## src/verilog/rename_defines.svh

```systemverilog
/*
 * Rename stage sizing
 * Register counts, tag widths and branch checkpoint depth
 */
`ifndef RENAME_DEFINES_SVH
`define RENAME_DEFINES_SVH

// Architectural register file
`define LRF_NUM    32
`define LRF_IDX_W  5

// Physical register file
`define PRF_NUM    64
`define PRF_IDX_W  6

`define CKPT_NUM   4   // Max unresolved branches in flight
`define ZERO_AREG  31  // Hardwired zero register, always ready

`endif

```

## src/verilog/rename_pkg.sv

```systemverilog
/*
 * Rename types
 * Architectural index, physical tag, map entry and full map snapshot
 */
`include "rename_defines.svh"

package rename_pkg;

  typedef logic [`LRF_IDX_W-1:0] areg_idx_t;  // Architectural register index
  typedef logic [`PRF_IDX_W-1:0] preg_idx_t;  // Physical register tag

  // One map table entry, ready bit on top
  typedef struct packed {
    logic      rdy;
    preg_idx_t preg;
  } map_entry_t;

  // Whole map table, one entry per areg
  typedef map_entry_t [`LRF_NUM-1:0] map_snap_t;

  // Free-list pointer, MSB is the wrap bit
  typedef logic [`PRF_IDX_W:0] fl_ptr_t;

endpackage

```

## src/verilog/branch_pkg.sv

```systemverilog
/*
 * Branch types
 * Resolution result from the back end and checkpoint FIFO occupancy
 */
`include "rename_defines.svh"

package branch_pkg;

  // Result of the oldest unresolved branch
  typedef enum logic [1:0] {
    NONE    = 2'd0,  // Nothing resolves this cycle
    CORRECT = 2'd1,  // Prediction held, drop checkpoint
    WRONG   = 2'd2   // Mispredict, roll back to checkpoint
  } br_state_e;

  // Needs to hold 0..CKPT_NUM inclusive
  typedef logic [$clog2(`CKPT_NUM):0] ckpt_cnt_t;

endpackage

```

## src/verilog/free_list.sv

```systemverilog
/*
 * Free list
 * Ring of free physical tags with wrap-bit pointers
 * Head pops on rename, tail pushes on retire, head can be restored on mispredict
 */
`timescale 1ns/1ps
`include "rename_defines.svh"

module free_list import rename_pkg::*; (
  input  logic      clk,
  input  logic      rst,
  input  logic      pop_i,           // Accepted rename takes the head tag
  input  logic      push_i,          // Retire frees a tag
  input  preg_idx_t push_preg_i,
  input  logic      restore_i,       // Mispredict
  input  fl_ptr_t   restore_head_i,  // Head saved at branch dispatch
  output preg_idx_t head_preg_o,
  output fl_ptr_t   head_next_o,     // Head after this cycle's pop
  output logic      not_empty_o
);

  preg_idx_t ring_q [`PRF_NUM];
  fl_ptr_t   head_q;
  fl_ptr_t   tail_q;
  fl_ptr_t   head_inc;

  // Low bits index the ring, top bit tells full from empty
  assign head_inc    = head_q + fl_ptr_t'(1);
  assign head_next_o = pop_i ? head_inc : head_q;
  assign head_preg_o = ring_q[head_q[`PRF_IDX_W-1:0]];
  assign not_empty_o = (head_q != tail_q);

  // Ring contents
  // Slots 0..31 start with tags 32..63, upper slots get filled by retire
  always_ff @(posedge clk) begin
    if (rst) begin
      for (int i = 0; i < `PRF_NUM; i++) begin
        ring_q[i] <= preg_idx_t'((i + `LRF_NUM) % `PRF_NUM);
      end
    end else if (push_i) begin
      ring_q[tail_q[`PRF_IDX_W-1:0]] <= push_preg_i;
    end
  end

  // Head pointer
  always_ff @(posedge clk) begin
    if (rst) begin
      head_q <= '0;
    end else if (restore_i) begin
      head_q <= restore_head_i;  // Tags popped after the branch come back
    end else if (pop_i) begin
      head_q <= head_inc;
    end
  end

  // Tail pointer, never rolled back
  always_ff @(posedge clk) begin
    if (rst) begin
      tail_q <= fl_ptr_t'(`PRF_NUM - `LRF_NUM);  // 32 free tags after reset
    end else if (push_i) begin
      tail_q <= tail_q + fl_ptr_t'(1);
    end
  end

endmodule

```

## src/verilog/map_table.sv

```systemverilog
/*
 * Rename map table
 * Per areg physical tag and ready bit, read on dispatch, written with new dest tag
 * CDB wakes up matching tags, mispredict reloads the whole table in one cycle
 */
`timescale 1ns/1ps
`include "rename_defines.svh"

module map_table import rename_pkg::*; (
  input  logic      clk,
  input  logic      rst,

  // Dispatch side
  input  logic      dispatch_en_i,    // Accepted dispatch only
  input  areg_idx_t opa_areg_i,
  input  areg_idx_t opb_areg_i,
  input  areg_idx_t dest_areg_i,
  input  preg_idx_t new_preg_i,       // From free-list head

  // Wakeup
  input  logic      cdb_en_i,
  input  preg_idx_t cdb_preg_i,

  // Recovery
  input  logic      rollback_i,
  input  map_snap_t restore_snap_i,

  output preg_idx_t opa_preg_o,
  output logic      opa_rdy_o,
  output preg_idx_t opb_preg_o,
  output logic      opb_rdy_o,
  output preg_idx_t dest_old_preg_o,  // Freed when this instr retires
  output map_snap_t next_snap_o       // Table state after this cycle, for checkpoints
);

  map_snap_t table_q;
  map_snap_t next_snap;

  // Reads come straight from the stored table
  // No CDB forwarding, a same-cycle wakeup shows up next cycle
  assign opa_preg_o      = dispatch_en_i ? table_q[opa_areg_i].preg : '0;
  assign opb_preg_o      = dispatch_en_i ? table_q[opb_areg_i].preg : '0;
  assign opa_rdy_o       = dispatch_en_i & table_q[opa_areg_i].rdy;
  assign opb_rdy_o       = dispatch_en_i & table_q[opb_areg_i].rdy;
  assign dest_old_preg_o = dispatch_en_i ? table_q[dest_areg_i].preg : '0;

  assign next_snap_o = next_snap;

  // Next table state
  always_comb begin
    next_snap = table_q;  // Hold by default
    if (rollback_i) begin
      next_snap = restore_snap_i;  // Whole table from checkpoint, dispatch and CDB dropped
    end else begin
      // Wakeup every areg currently holding the broadcast tag
      if (cdb_en_i) begin
        for (int i = 0; i < `LRF_NUM; i++) begin
          if (table_q[i].preg == cdb_preg_i) begin
            next_snap[i].rdy = 1'b1;
          end
        end
      end
      // Dest rename goes last so the fresh tag starts not ready
      if (dispatch_en_i) begin
        next_snap[dest_areg_i].preg = new_preg_i;
        next_snap[dest_areg_i].rdy  = 1'b0;
      end
    end
    next_snap[`ZERO_AREG].rdy = 1'b1;  // Zero reg never waits
  end

  // Identity mapping out of reset, all ready
  always_ff @(posedge clk) begin
    if (rst) begin
      for (int i = 0; i < `LRF_NUM; i++) begin
        table_q[i].preg <= preg_idx_t'(i);
        table_q[i].rdy  <= 1'b1;
      end
    end else begin
      table_q <= next_snap;
    end
  end

endmodule

```

## src/verilog/ckpt_store.sv

```systemverilog
/*
 * Branch checkpoint FIFO
 * One snapshot per unresolved branch, oldest first
 * Pop on correct prediction, flush after a mispredict restore
 */
`timescale 1ns/1ps
`include "rename_defines.svh"

module ckpt_store import branch_pkg::*; #(
  parameter type payload_t = logic [7:0]
) (
  input  logic     clk,
  input  logic     rst,
  input  logic     push_i,       // Branch dispatched
  input  payload_t push_data_i,
  input  logic     pop_i,        // Oldest branch was correct
  input  logic     flush_i,      // Oldest branch was wrong, drop everything
  output payload_t oldest_o,     // Restore value for the oldest branch
  output logic     full_o
);

  localparam int PTR_W = $clog2(`CKPT_NUM);

  payload_t   mem_q [`CKPT_NUM];
  logic [PTR_W-1:0] rd_ptr_q;
  logic [PTR_W-1:0] wr_ptr_q;
  ckpt_cnt_t  cnt_q;
  logic       do_pop;

  assign do_pop   = pop_i & (cnt_q != '0);  // Ignore pop on empty
  assign oldest_o = mem_q[rd_ptr_q];
  assign full_o   = (cnt_q == ckpt_cnt_t'(`CKPT_NUM));

  // Snapshot storage
  always_ff @(posedge clk) begin
    if (push_i) begin
      mem_q[wr_ptr_q] <= push_data_i;
    end
  end

  // Pointers and occupancy, depth is a power of two so pointers wrap
  always_ff @(posedge clk) begin
    if (rst || flush_i) begin
      rd_ptr_q <= '0;
      wr_ptr_q <= '0;
      cnt_q    <= '0;
    end else begin
      if (push_i) wr_ptr_q <= wr_ptr_q + 1'b1;
      if (do_pop) rd_ptr_q <= rd_ptr_q + 1'b1;
      case ({push_i, do_pop})
        2'b10:   cnt_q <= cnt_q + ckpt_cnt_t'(1);
        2'b01:   cnt_q <= cnt_q - ckpt_cnt_t'(1);
        default: cnt_q <= cnt_q;  // Both or neither
      endcase
    end
  end

endmodule

```

## src/verilog/rename_unit.sv

```systemverilog
/*
 * Register rename unit
 * Free list feeds new tags, map table renames, two checkpoint FIFOs back up
 * map and free-list head per branch; stall covers no tags, no checkpoint, recovery
 */
`timescale 1ns/1ps

module rename_unit import rename_pkg::*, branch_pkg::*; (
  input  logic      clk,
  input  logic      rst,

  input  logic      dispatch_en_i,
  input  areg_idx_t opa_areg_i,
  input  areg_idx_t opb_areg_i,
  input  areg_idx_t dest_areg_i,
  input  logic      dispatch_br_i,  // Dispatching instr is a branch

  input  logic      cdb_en_i,
  input  preg_idx_t cdb_preg_i,

  input  logic      retire_en_i,
  input  preg_idx_t retire_preg_i,  // Old dest tag being freed

  input  br_state_e br_state_i,

  output logic      stall_o,
  output preg_idx_t opa_preg_o,
  output logic      opa_rdy_o,
  output preg_idx_t opb_preg_o,
  output logic      opb_rdy_o,
  output preg_idx_t dest_new_preg_o,
  output preg_idx_t dest_old_preg_o
);

  logic      br_correct, br_wrong;
  logic      accept;
  logic      ckpt_push;
  logic      fl_not_empty;
  logic      map_full, ptr_full;
  preg_idx_t fl_head_preg;
  fl_ptr_t   fl_head_next;
  fl_ptr_t   ckpt_head;
  map_snap_t map_next_snap;
  map_snap_t ckpt_snap;

  // Resolve decode
  assign br_correct = (br_state_i == CORRECT);
  assign br_wrong   = (br_state_i == WRONG);

  // No free tag, no room for a branch snapshot, or recovering
  assign stall_o   = ~fl_not_empty | (dispatch_br_i & (map_full | ptr_full)) | br_wrong;
  assign accept    = dispatch_en_i & ~stall_o;
  assign ckpt_push = accept & dispatch_br_i;

  assign dest_new_preg_o = accept ? fl_head_preg : '0;

  free_list free_list_i (
    .clk            (clk),
    .rst            (rst),
    .pop_i          (accept),
    .push_i         (retire_en_i),
    .push_preg_i    (retire_preg_i),
    .restore_i      (br_wrong),
    .restore_head_i (ckpt_head),
    .head_preg_o    (fl_head_preg),
    .head_next_o    (fl_head_next),
    .not_empty_o    (fl_not_empty)
  );

  map_table map_table_i (
    .clk             (clk),
    .rst             (rst),
    .dispatch_en_i   (accept),
    .opa_areg_i      (opa_areg_i),
    .opb_areg_i      (opb_areg_i),
    .dest_areg_i     (dest_areg_i),
    .new_preg_i      (fl_head_preg),
    .cdb_en_i        (cdb_en_i),
    .cdb_preg_i      (cdb_preg_i),
    .rollback_i      (br_wrong),
    .restore_snap_i  (ckpt_snap),
    .opa_preg_o      (opa_preg_o),
    .opa_rdy_o       (opa_rdy_o),
    .opb_preg_o      (opb_preg_o),
    .opb_rdy_o       (opb_rdy_o),
    .dest_old_preg_o (dest_old_preg_o),
    .next_snap_o     (map_next_snap)
  );

  // Map snapshots, includes the branch's own dest write
  ckpt_store #(.payload_t(map_snap_t)) map_ckpt_i (
    .clk         (clk),
    .rst         (rst),
    .push_i      (ckpt_push),
    .push_data_i (map_next_snap),
    .pop_i       (br_correct),
    .flush_i     (br_wrong),
    .oldest_o    (ckpt_snap),
    .full_o      (map_full)
  );

  // Free-list head snapshots, taken after the branch's pop
  ckpt_store #(.payload_t(fl_ptr_t)) ptr_ckpt_i (
    .clk         (clk),
    .rst         (rst),
    .push_i      (ckpt_push),
    .push_data_i (fl_head_next),
    .pop_i       (br_correct),
    .flush_i     (br_wrong),
    .oldest_o    (ckpt_head),
    .full_o      (ptr_full)
  );

endmodule

```

## config.mk

```make
export PLATFORM = sky130hd
export DESIGN_NAME = rename_unit
export DESIGN_NICKNAME = d
export VERILOG_FILES = /design/src/verilog/rename_pkg.sv /design/src/verilog/branch_pkg.sv /design/src/verilog/free_list.sv /design/src/verilog/map_table.sv /design/src/verilog/ckpt_store.sv /design/src/verilog/rename_unit.sv
export VERILOG_INCLUDE_DIRS = /design/src /design/src/verilog
export SDC_FILE = /design/constraint.sdc
export NUM_CORES = 2
export LEC_CHECK = 0
export CORE_ASPECT_RATIO = 0.8
export CORE_UTILIZATION = 65
export CTS_CLUSTER_DIAMETER = 40
export DETAILED_ROUTE_END_ITERATION = 16
export DONT_BUFFER_PORTS = 1
export PLACE_DENSITY_LB_ADDON = 0.15
export SLEW_MARGIN = 20
export SYNTH_ARGS = -nofsm -noshare
export SYNTH_HDL_FRONTEND = slang
export SYNTH_SLANG_ARGS = --single-unit
```

## constraint.sdc

```tcl
create_clock -name clk -period 23 [get_ports clk]
set_input_delay 4.6 -clock clk [delete_from_list [all_inputs] [get_ports clk]]
set_output_delay 4.6 -clock clk [all_outputs]
set_load 0.02 [all_outputs]
```

[After elaboration in Yosys (flattened, before gate mapping)]
Memory sizes are Yosys's and may differ from the RTL's. A register that Yosys moved wholly into a read port is not among the register bits.
Cells that the tools add are included.
Cells by class
  $add $sub $neg: 10
  $mul: 0
  divide/modulo/power cells: 0
  order comparisons: 4
  equality and inequality tests: 41
  shifts and indexed selects: 0
  muxes and demuxes: 133
  bitwise gates (word level): 12
  reductions and logical operators: 7
Operator list (count)
  $bwmux W224: 2
  $mux W223: 2
  $eq A6 B6 Y1: 32
  $bmux W7 S5: 3
  $mux W1: 104
  $demux W7 S5: 2
  $mux W6: 9
  $mux W7: 5
  $lt A5 B6 Y1 const B: 3
  $add A7 B1 Y7 const B: 2
  $pmux W3 S2: 2
  $add A2 B1 Y2 const B: 4
  $mux W2: 4
  $and A1 B1 Y1: 7
  $ne A7 B7 Y1: 1
  $add A3 B1 Y3 const B: 2
  $eq A2 B1 Y1 const B: 3
  $eq A2 B2 Y1 const B: 3
  $eq A3 B3 Y1 const B: 2
  $reduce_bool A3 Y1: 2
  $reduce_or A6 Y1: 1
  $sub A3 B1 Y3 const B: 2
  $ge A5 B1 Y1 const B: 1
  $reduce_bool A2 Y1: 2
  4 further kinds: 7
Storage, ports and cells
  register bits: 252
  bits in latches: 0
  bits in writable memories: 1304
  bits in read-only memories: 0
  bits of input ports: 35
  output and inout bits: 27
  word-level logic and storage cells: 282
  memories kept: 3
Memory list
  map_ckpt_i.mem_q: depth 4, bits a word 223, rd ports 1, clocked after memory_dff 1, write ports 1, RTL line ckpt_store.sv:24  | payload_t mem_q [`CKPT_NUM];
  free_list_i.ring_q: depth 64, bits a word 6, rd ports 1, clocked after memory_dff 1, write ports 64, RTL line free_list.sv:22  | preg_idx_t ring_q [`PRF_NUM];
  ptr_ckpt_i.mem_q: depth 4, bits a word 7, rd ports 1, clocked after memory_dff 1, write ports 1, RTL line ckpt_store.sv:24

[Longest topological paths before layout]
  depth in word-level cells: 10
  depth in mapped cells: 15
  depth with buffers taken out: 10

[Modules after synthesis]
A second synthesis with hierarchy kept.
Second synthesis, totals
  cells, all modules: 4682
  area, all modules: 71916.5 um2
Modules (own cells, without submodules)
  ckpt_store at map_ckpt_i: times used 1, cells each 1218, area each 32760.2 um2, sequential area each 27086.0 um2
  map_table: times used 1, cells each 1955, area each 18919.4 um2, sequential area each 4464.3 um2
  free_list: times used 1, cells each 1409, area each 18645.4 um2, sequential area each 11811.3 um2
  ckpt_store at ptr_ckpt_i: times used 1, cells each 85, area each 1470.2 um2, sequential area each 1021.0 um2
  rename_unit: times used 1, cells each 15, area each 121.4 um2, sequential area each 0.0 um2

[Least setup slack after synthesis]
OpenSTA, ideal clock, no wires.
  kind: input-to-reg
  start point: in br_state_i[0]
  end point: mem map_ckpt_i.mem_q[0][0] (netlist bit) (enable)
  data arrival time: 10.942 ns
  data required time: 22.387 ns
  slack: 11.445 ns
  stages: 7
  buffers on the path: 4
  cells stage by stage: nand2b_1 > clkbuf_1 > o2111a_1 > buf_2 > clkbuf_1 > clkbuf_1 > and3_1
Between the ends
  word-level cells in the longest chain between the ends: 7
Ends and longest elaborated chain
  start: declaration: RTL line rename_unit.sv:24  | input br_state_e br_state_i,
  $eq A2 B2 Y1: RTL line rename_unit.sv:48  | assign br_wrong = (br_state_i == WRONG);
  $or A1 B1 Y1: RTL line rename_unit.sv:51  | assign stall_o = ~fl_not_empty | (dispatch_br_i & (map_full | ptr_full)) | br_wrong;
  $not A1 Y1: RTL line rename_unit.sv:52  | assign accept = dispatch_en_i & ~stall_o;
  $and A1 B1 Y1: RTL line rename_unit.sv:52
  $and A1 B1 Y1: RTL line rename_unit.sv:53  | assign ckpt_push = accept & dispatch_br_i;
  $mux W1: RTL line ckpt_store.sv:36  | if (push_i) begin
  $mux W1 (not written as such): RTL line ckpt_store.sv:37  | mem_q[wr_ptr_q] <= push_data_i;
  end: declaration: RTL line ckpt_store.sv:24
Every way passes these cells.

[Worst setup path in the final report]
  start point: in br_state_i[0]
  end point: out dest_old_preg_o[0]
Between the ends
  word-level cells in the longest chain between the ends: 5
Ends and longest elaborated chain
  $eq A2 B2 Y1: RTL line rename_unit.sv:48
  $or A1 B1 Y1: RTL line rename_unit.sv:51
  $not A1 Y1: RTL line rename_unit.sv:52
  $and A1 B1 Y1: RTL line rename_unit.sv:52
  $mux W6: RTL line map_table.sv:45  | assign dest_old_preg_o = dispatch_en_i ? table_q[dest_areg_i].preg : '0;
  end: declaration: RTL line rename_unit.sv:32  | output preg_idx_t dest_old_preg_o
Every way passes these cells.

==> reports/summary.txt <==
Die Width: 375 um
RSZ-0062 raised after global routing: false
gpl congestion: 1.03
main area contributors after synthesis: edfxtp_1, mux4_2, dfxtp_1
Synth area leader: edfxtp_1
Startpoint Class: input pin
max-slew violations: 0
Seq cells post-synth: 1,559
placeable core area: 0.110 mm^2
initial antenna violation count: 14
fraction of power consumed by the clock network: 41.0%
clock tree buffer depth: 3
endpoints failing setup: 0
CP Capture Type: output port
number of vias per cell: 7.69
area of the die: 0.113 mm^2
TritonCTS clock tree: built
Int Pwr: 4.85 mW
Final Hold Viols: 0
remaining antenna violation count: 0
largest net degree at the start of global routing: 160
first-pass GRT wire length: 320,000 um
Worst Path Arrival: 6.90 ns
CP required: 18.40 ns
Setup CP Type: input pin to output port
Final Cycle Share: 50.0%
Mapped Cells: 4,991
# rows: 109
syn nets: 5,040
synthesized area: 0.0725 mm^2
clk sink count: 1,559
clk root buf: clkbuf_16
htree depth: 4
worst-path fanout max: 53
VDD IR max: 0.0000979 V
number of library cell types mapped by synthesis: 77
layout cells sized above 1: 20.1%
register area share after synthesis: 61.1%
post-CTS setup buffer count: 0
f_max: 0.0870 GHz
gr usage total: 39.2%
clk_skew: 0.0436 ns
Synth warnings: 0
Hold-fix buffers, CTS: 0
total number of vias: 49,200
Design Area, Final: 0.0788 mm^2
Area after DPL: 0.0733 mm^2
Detailed Route Iter0 Violations: 8,315
Initial Util: 65.6%
most frequent cell after synthesis: edfxtp_1
I/O pin count: 62
top cells by count, synth: edfxtp_1, mux4_2, nand2_1
Avg Cell Area, Syn: 14.5 um^2
# resized after CTS: 0
Detailed Route WL: 220,000 um
combinational power share: 9.1%
Die H: 301 um
first-pass detailed-route iteration total: 8
number of synthesized flops with an enable pin: 1,304
sequential share of power: 49.9%
Leakage: 24.3 nW
top cell type's share of synthesized area: 54.0%
post-DP HPWL: 138,000 um
cts bufs inserted: 164
fin util: 71.3%
clock transition at the registers of the reported paths: 0.06 ns
max_cap viols: 0
worst hold path class: register to register
drc violations: 0
clock insertion delay at the later pin of the skew report: 0.82 ns
post-route minimum period: 11.50 ns
Slew headroom: 16.0%
PortBufs: 0
wire length per cell: 34.4 um
dominant synthesized flop cell: edfxtp_1
Sw Pwr: 1.64 mW
setup tns final: 0 ns
status: complete, no violations
area delta synth->final: 8.70%
WHS: 0.499 ns
# nets final: 4,847
ys async rst share: 0%
vias in the first global route: 46,600
worst slew pin tran: 1.26 ns
PwrDens: 82.3 mW/mm^2
total grt overflow: 0
Sw Ratio: 25.3%
stage by stage:
step	cells	worst slack [ns]	power (mW)
finish	6394	11.50	6.49
global route	6385	11.54	6.62
CTS	6383	11.57	6.47
detailed placement	6075	11.60	3.85
global placement	6075	11.59	3.83
floorplan	4991	11.45	3.66
worst paths after layout:
kind                                          to  cells after the start  slack, ns                           startpoint
min          ptr_ckpt_i.wr_ptr_q[1]$_SDFFE_PP0P_                      2       0.50  ptr_ckpt_i.wr_ptr_q[1]$_SDFFE_PP0P_
min reg2reg  ptr_ckpt_i.wr_ptr_q[1]$_SDFFE_PP0P_                      2       0.50  ptr_ckpt_i.wr_ptr_q[1]$_SDFFE_PP0P_
max                           dest_old_preg_o[0]                      5      11.50                        br_state_i[0]
max reg2reg   map_ckpt_i.mem_q[3][157]$_DFFE_PP_                      9      16.51     free_list_i.head_q[0]$_SDFF_PP0_
worst max-delay path, cell delays in order:
cell	delay (ns)
nand2b_4	0.49
o2111ai_4	0.19
buf_4	0.39
nor4_1	0.85
buf_4	0.27
per-layer routing:
layer | track usage [%] | up-vias | wire (um)
li1 | - | 19500 | -
met1 | 56.2 | 24600 | 80100
met2 | 52.0 | 4245 | 89600
met3 | 18.3 | 819 | 40200
met4 | 15.5 | 14 | 9770
met5 | 0 | - | 154
placed cells by master (no fill, tap or decap), types with 58 or more instances in the layout:
cell	netlist	layout
buf_4	2	100
clkbuf_16	0	164
o22ai_1	61	60
a32oi_1	102	102
mux4_2	482	482
nand3_1	118	118
dfxtp_1	255	250
or2_2	82	82
nor3_1	191	187
xnor2_1	92	92
o221ai_1	58	58
nand2_1	474	474
edfxtp_1	1304	1304
a2bb2oi_1	79	79
nor2_1	218	215
xor2_1	122	122
mux2i_1	64	64
o21ai_0	259	258
power groups by stage:
| stage | clock (mW) | combinational, mW | sequential (mW) |
|---|---|---|---|
| 2_1_floorplan | 0 | 0.426 | 3.24 |
| 3_3_place_gp | 0 | 0.552 | 3.28 |
| 3_5_place_dp | 0 | 0.566 | 3.29 |
| 4_1_cts | 2.67 | 0.570 | 3.23 |
| 5_1_grt | 2.77 | 0.610 | 3.24 |
| 6_report | 2.66 | 0.591 | 3.24 |
flip-flops by register name, indices dropped and copies added, names as in the netlist, 3 cells and up, named ones only:
signal / flops
free_list_i.ring_q: 384
map_ckpt_i.cnt_q: 3
ptr_ckpt_i.cnt_q: 3
map_ckpt_i.mem_q: 892
free_list_i.tail_q: 7
map_table_i.table_q: 223
free_list_i.head_q: 7
ptr_ckpt_i.mem_q: 28
layout make-up:
type | instances | area, um^2
flip-flops and latches | 1559 | 44300
fillers | 7054 | 31700
multi-input cells | 2943 | 26400
clock buffers | 203 | 4330
well taps | 1443 | 1810
clock inverters | 105 | 1100
repair buffers | 104 | 822
inverters | 26 | 97.6
diodes | 11 | 27.5
kinds of logic (layout without fill, tap and decap cells):
group | count (synthesis) | count (layout) | synth area share, %
adder cells (fa/ha/maj) | 14 | 14 | 0.262
multiplexers | 576 | 576 | 16.7
buffers and inverters | 489 | 438 | 2.83
XOR/XNOR | 214 | 214 | 2.59
flip-flops | 1559 | 1559 | 61.1
AO/OA/AOI/OAI | 857 | 857 | 8.29
other | 0 | 11 | 0
AND/OR/NAND/NOR | 1282 | 1282 | 8.24
No activity file was read; power rests on OpenSTA's default activity.
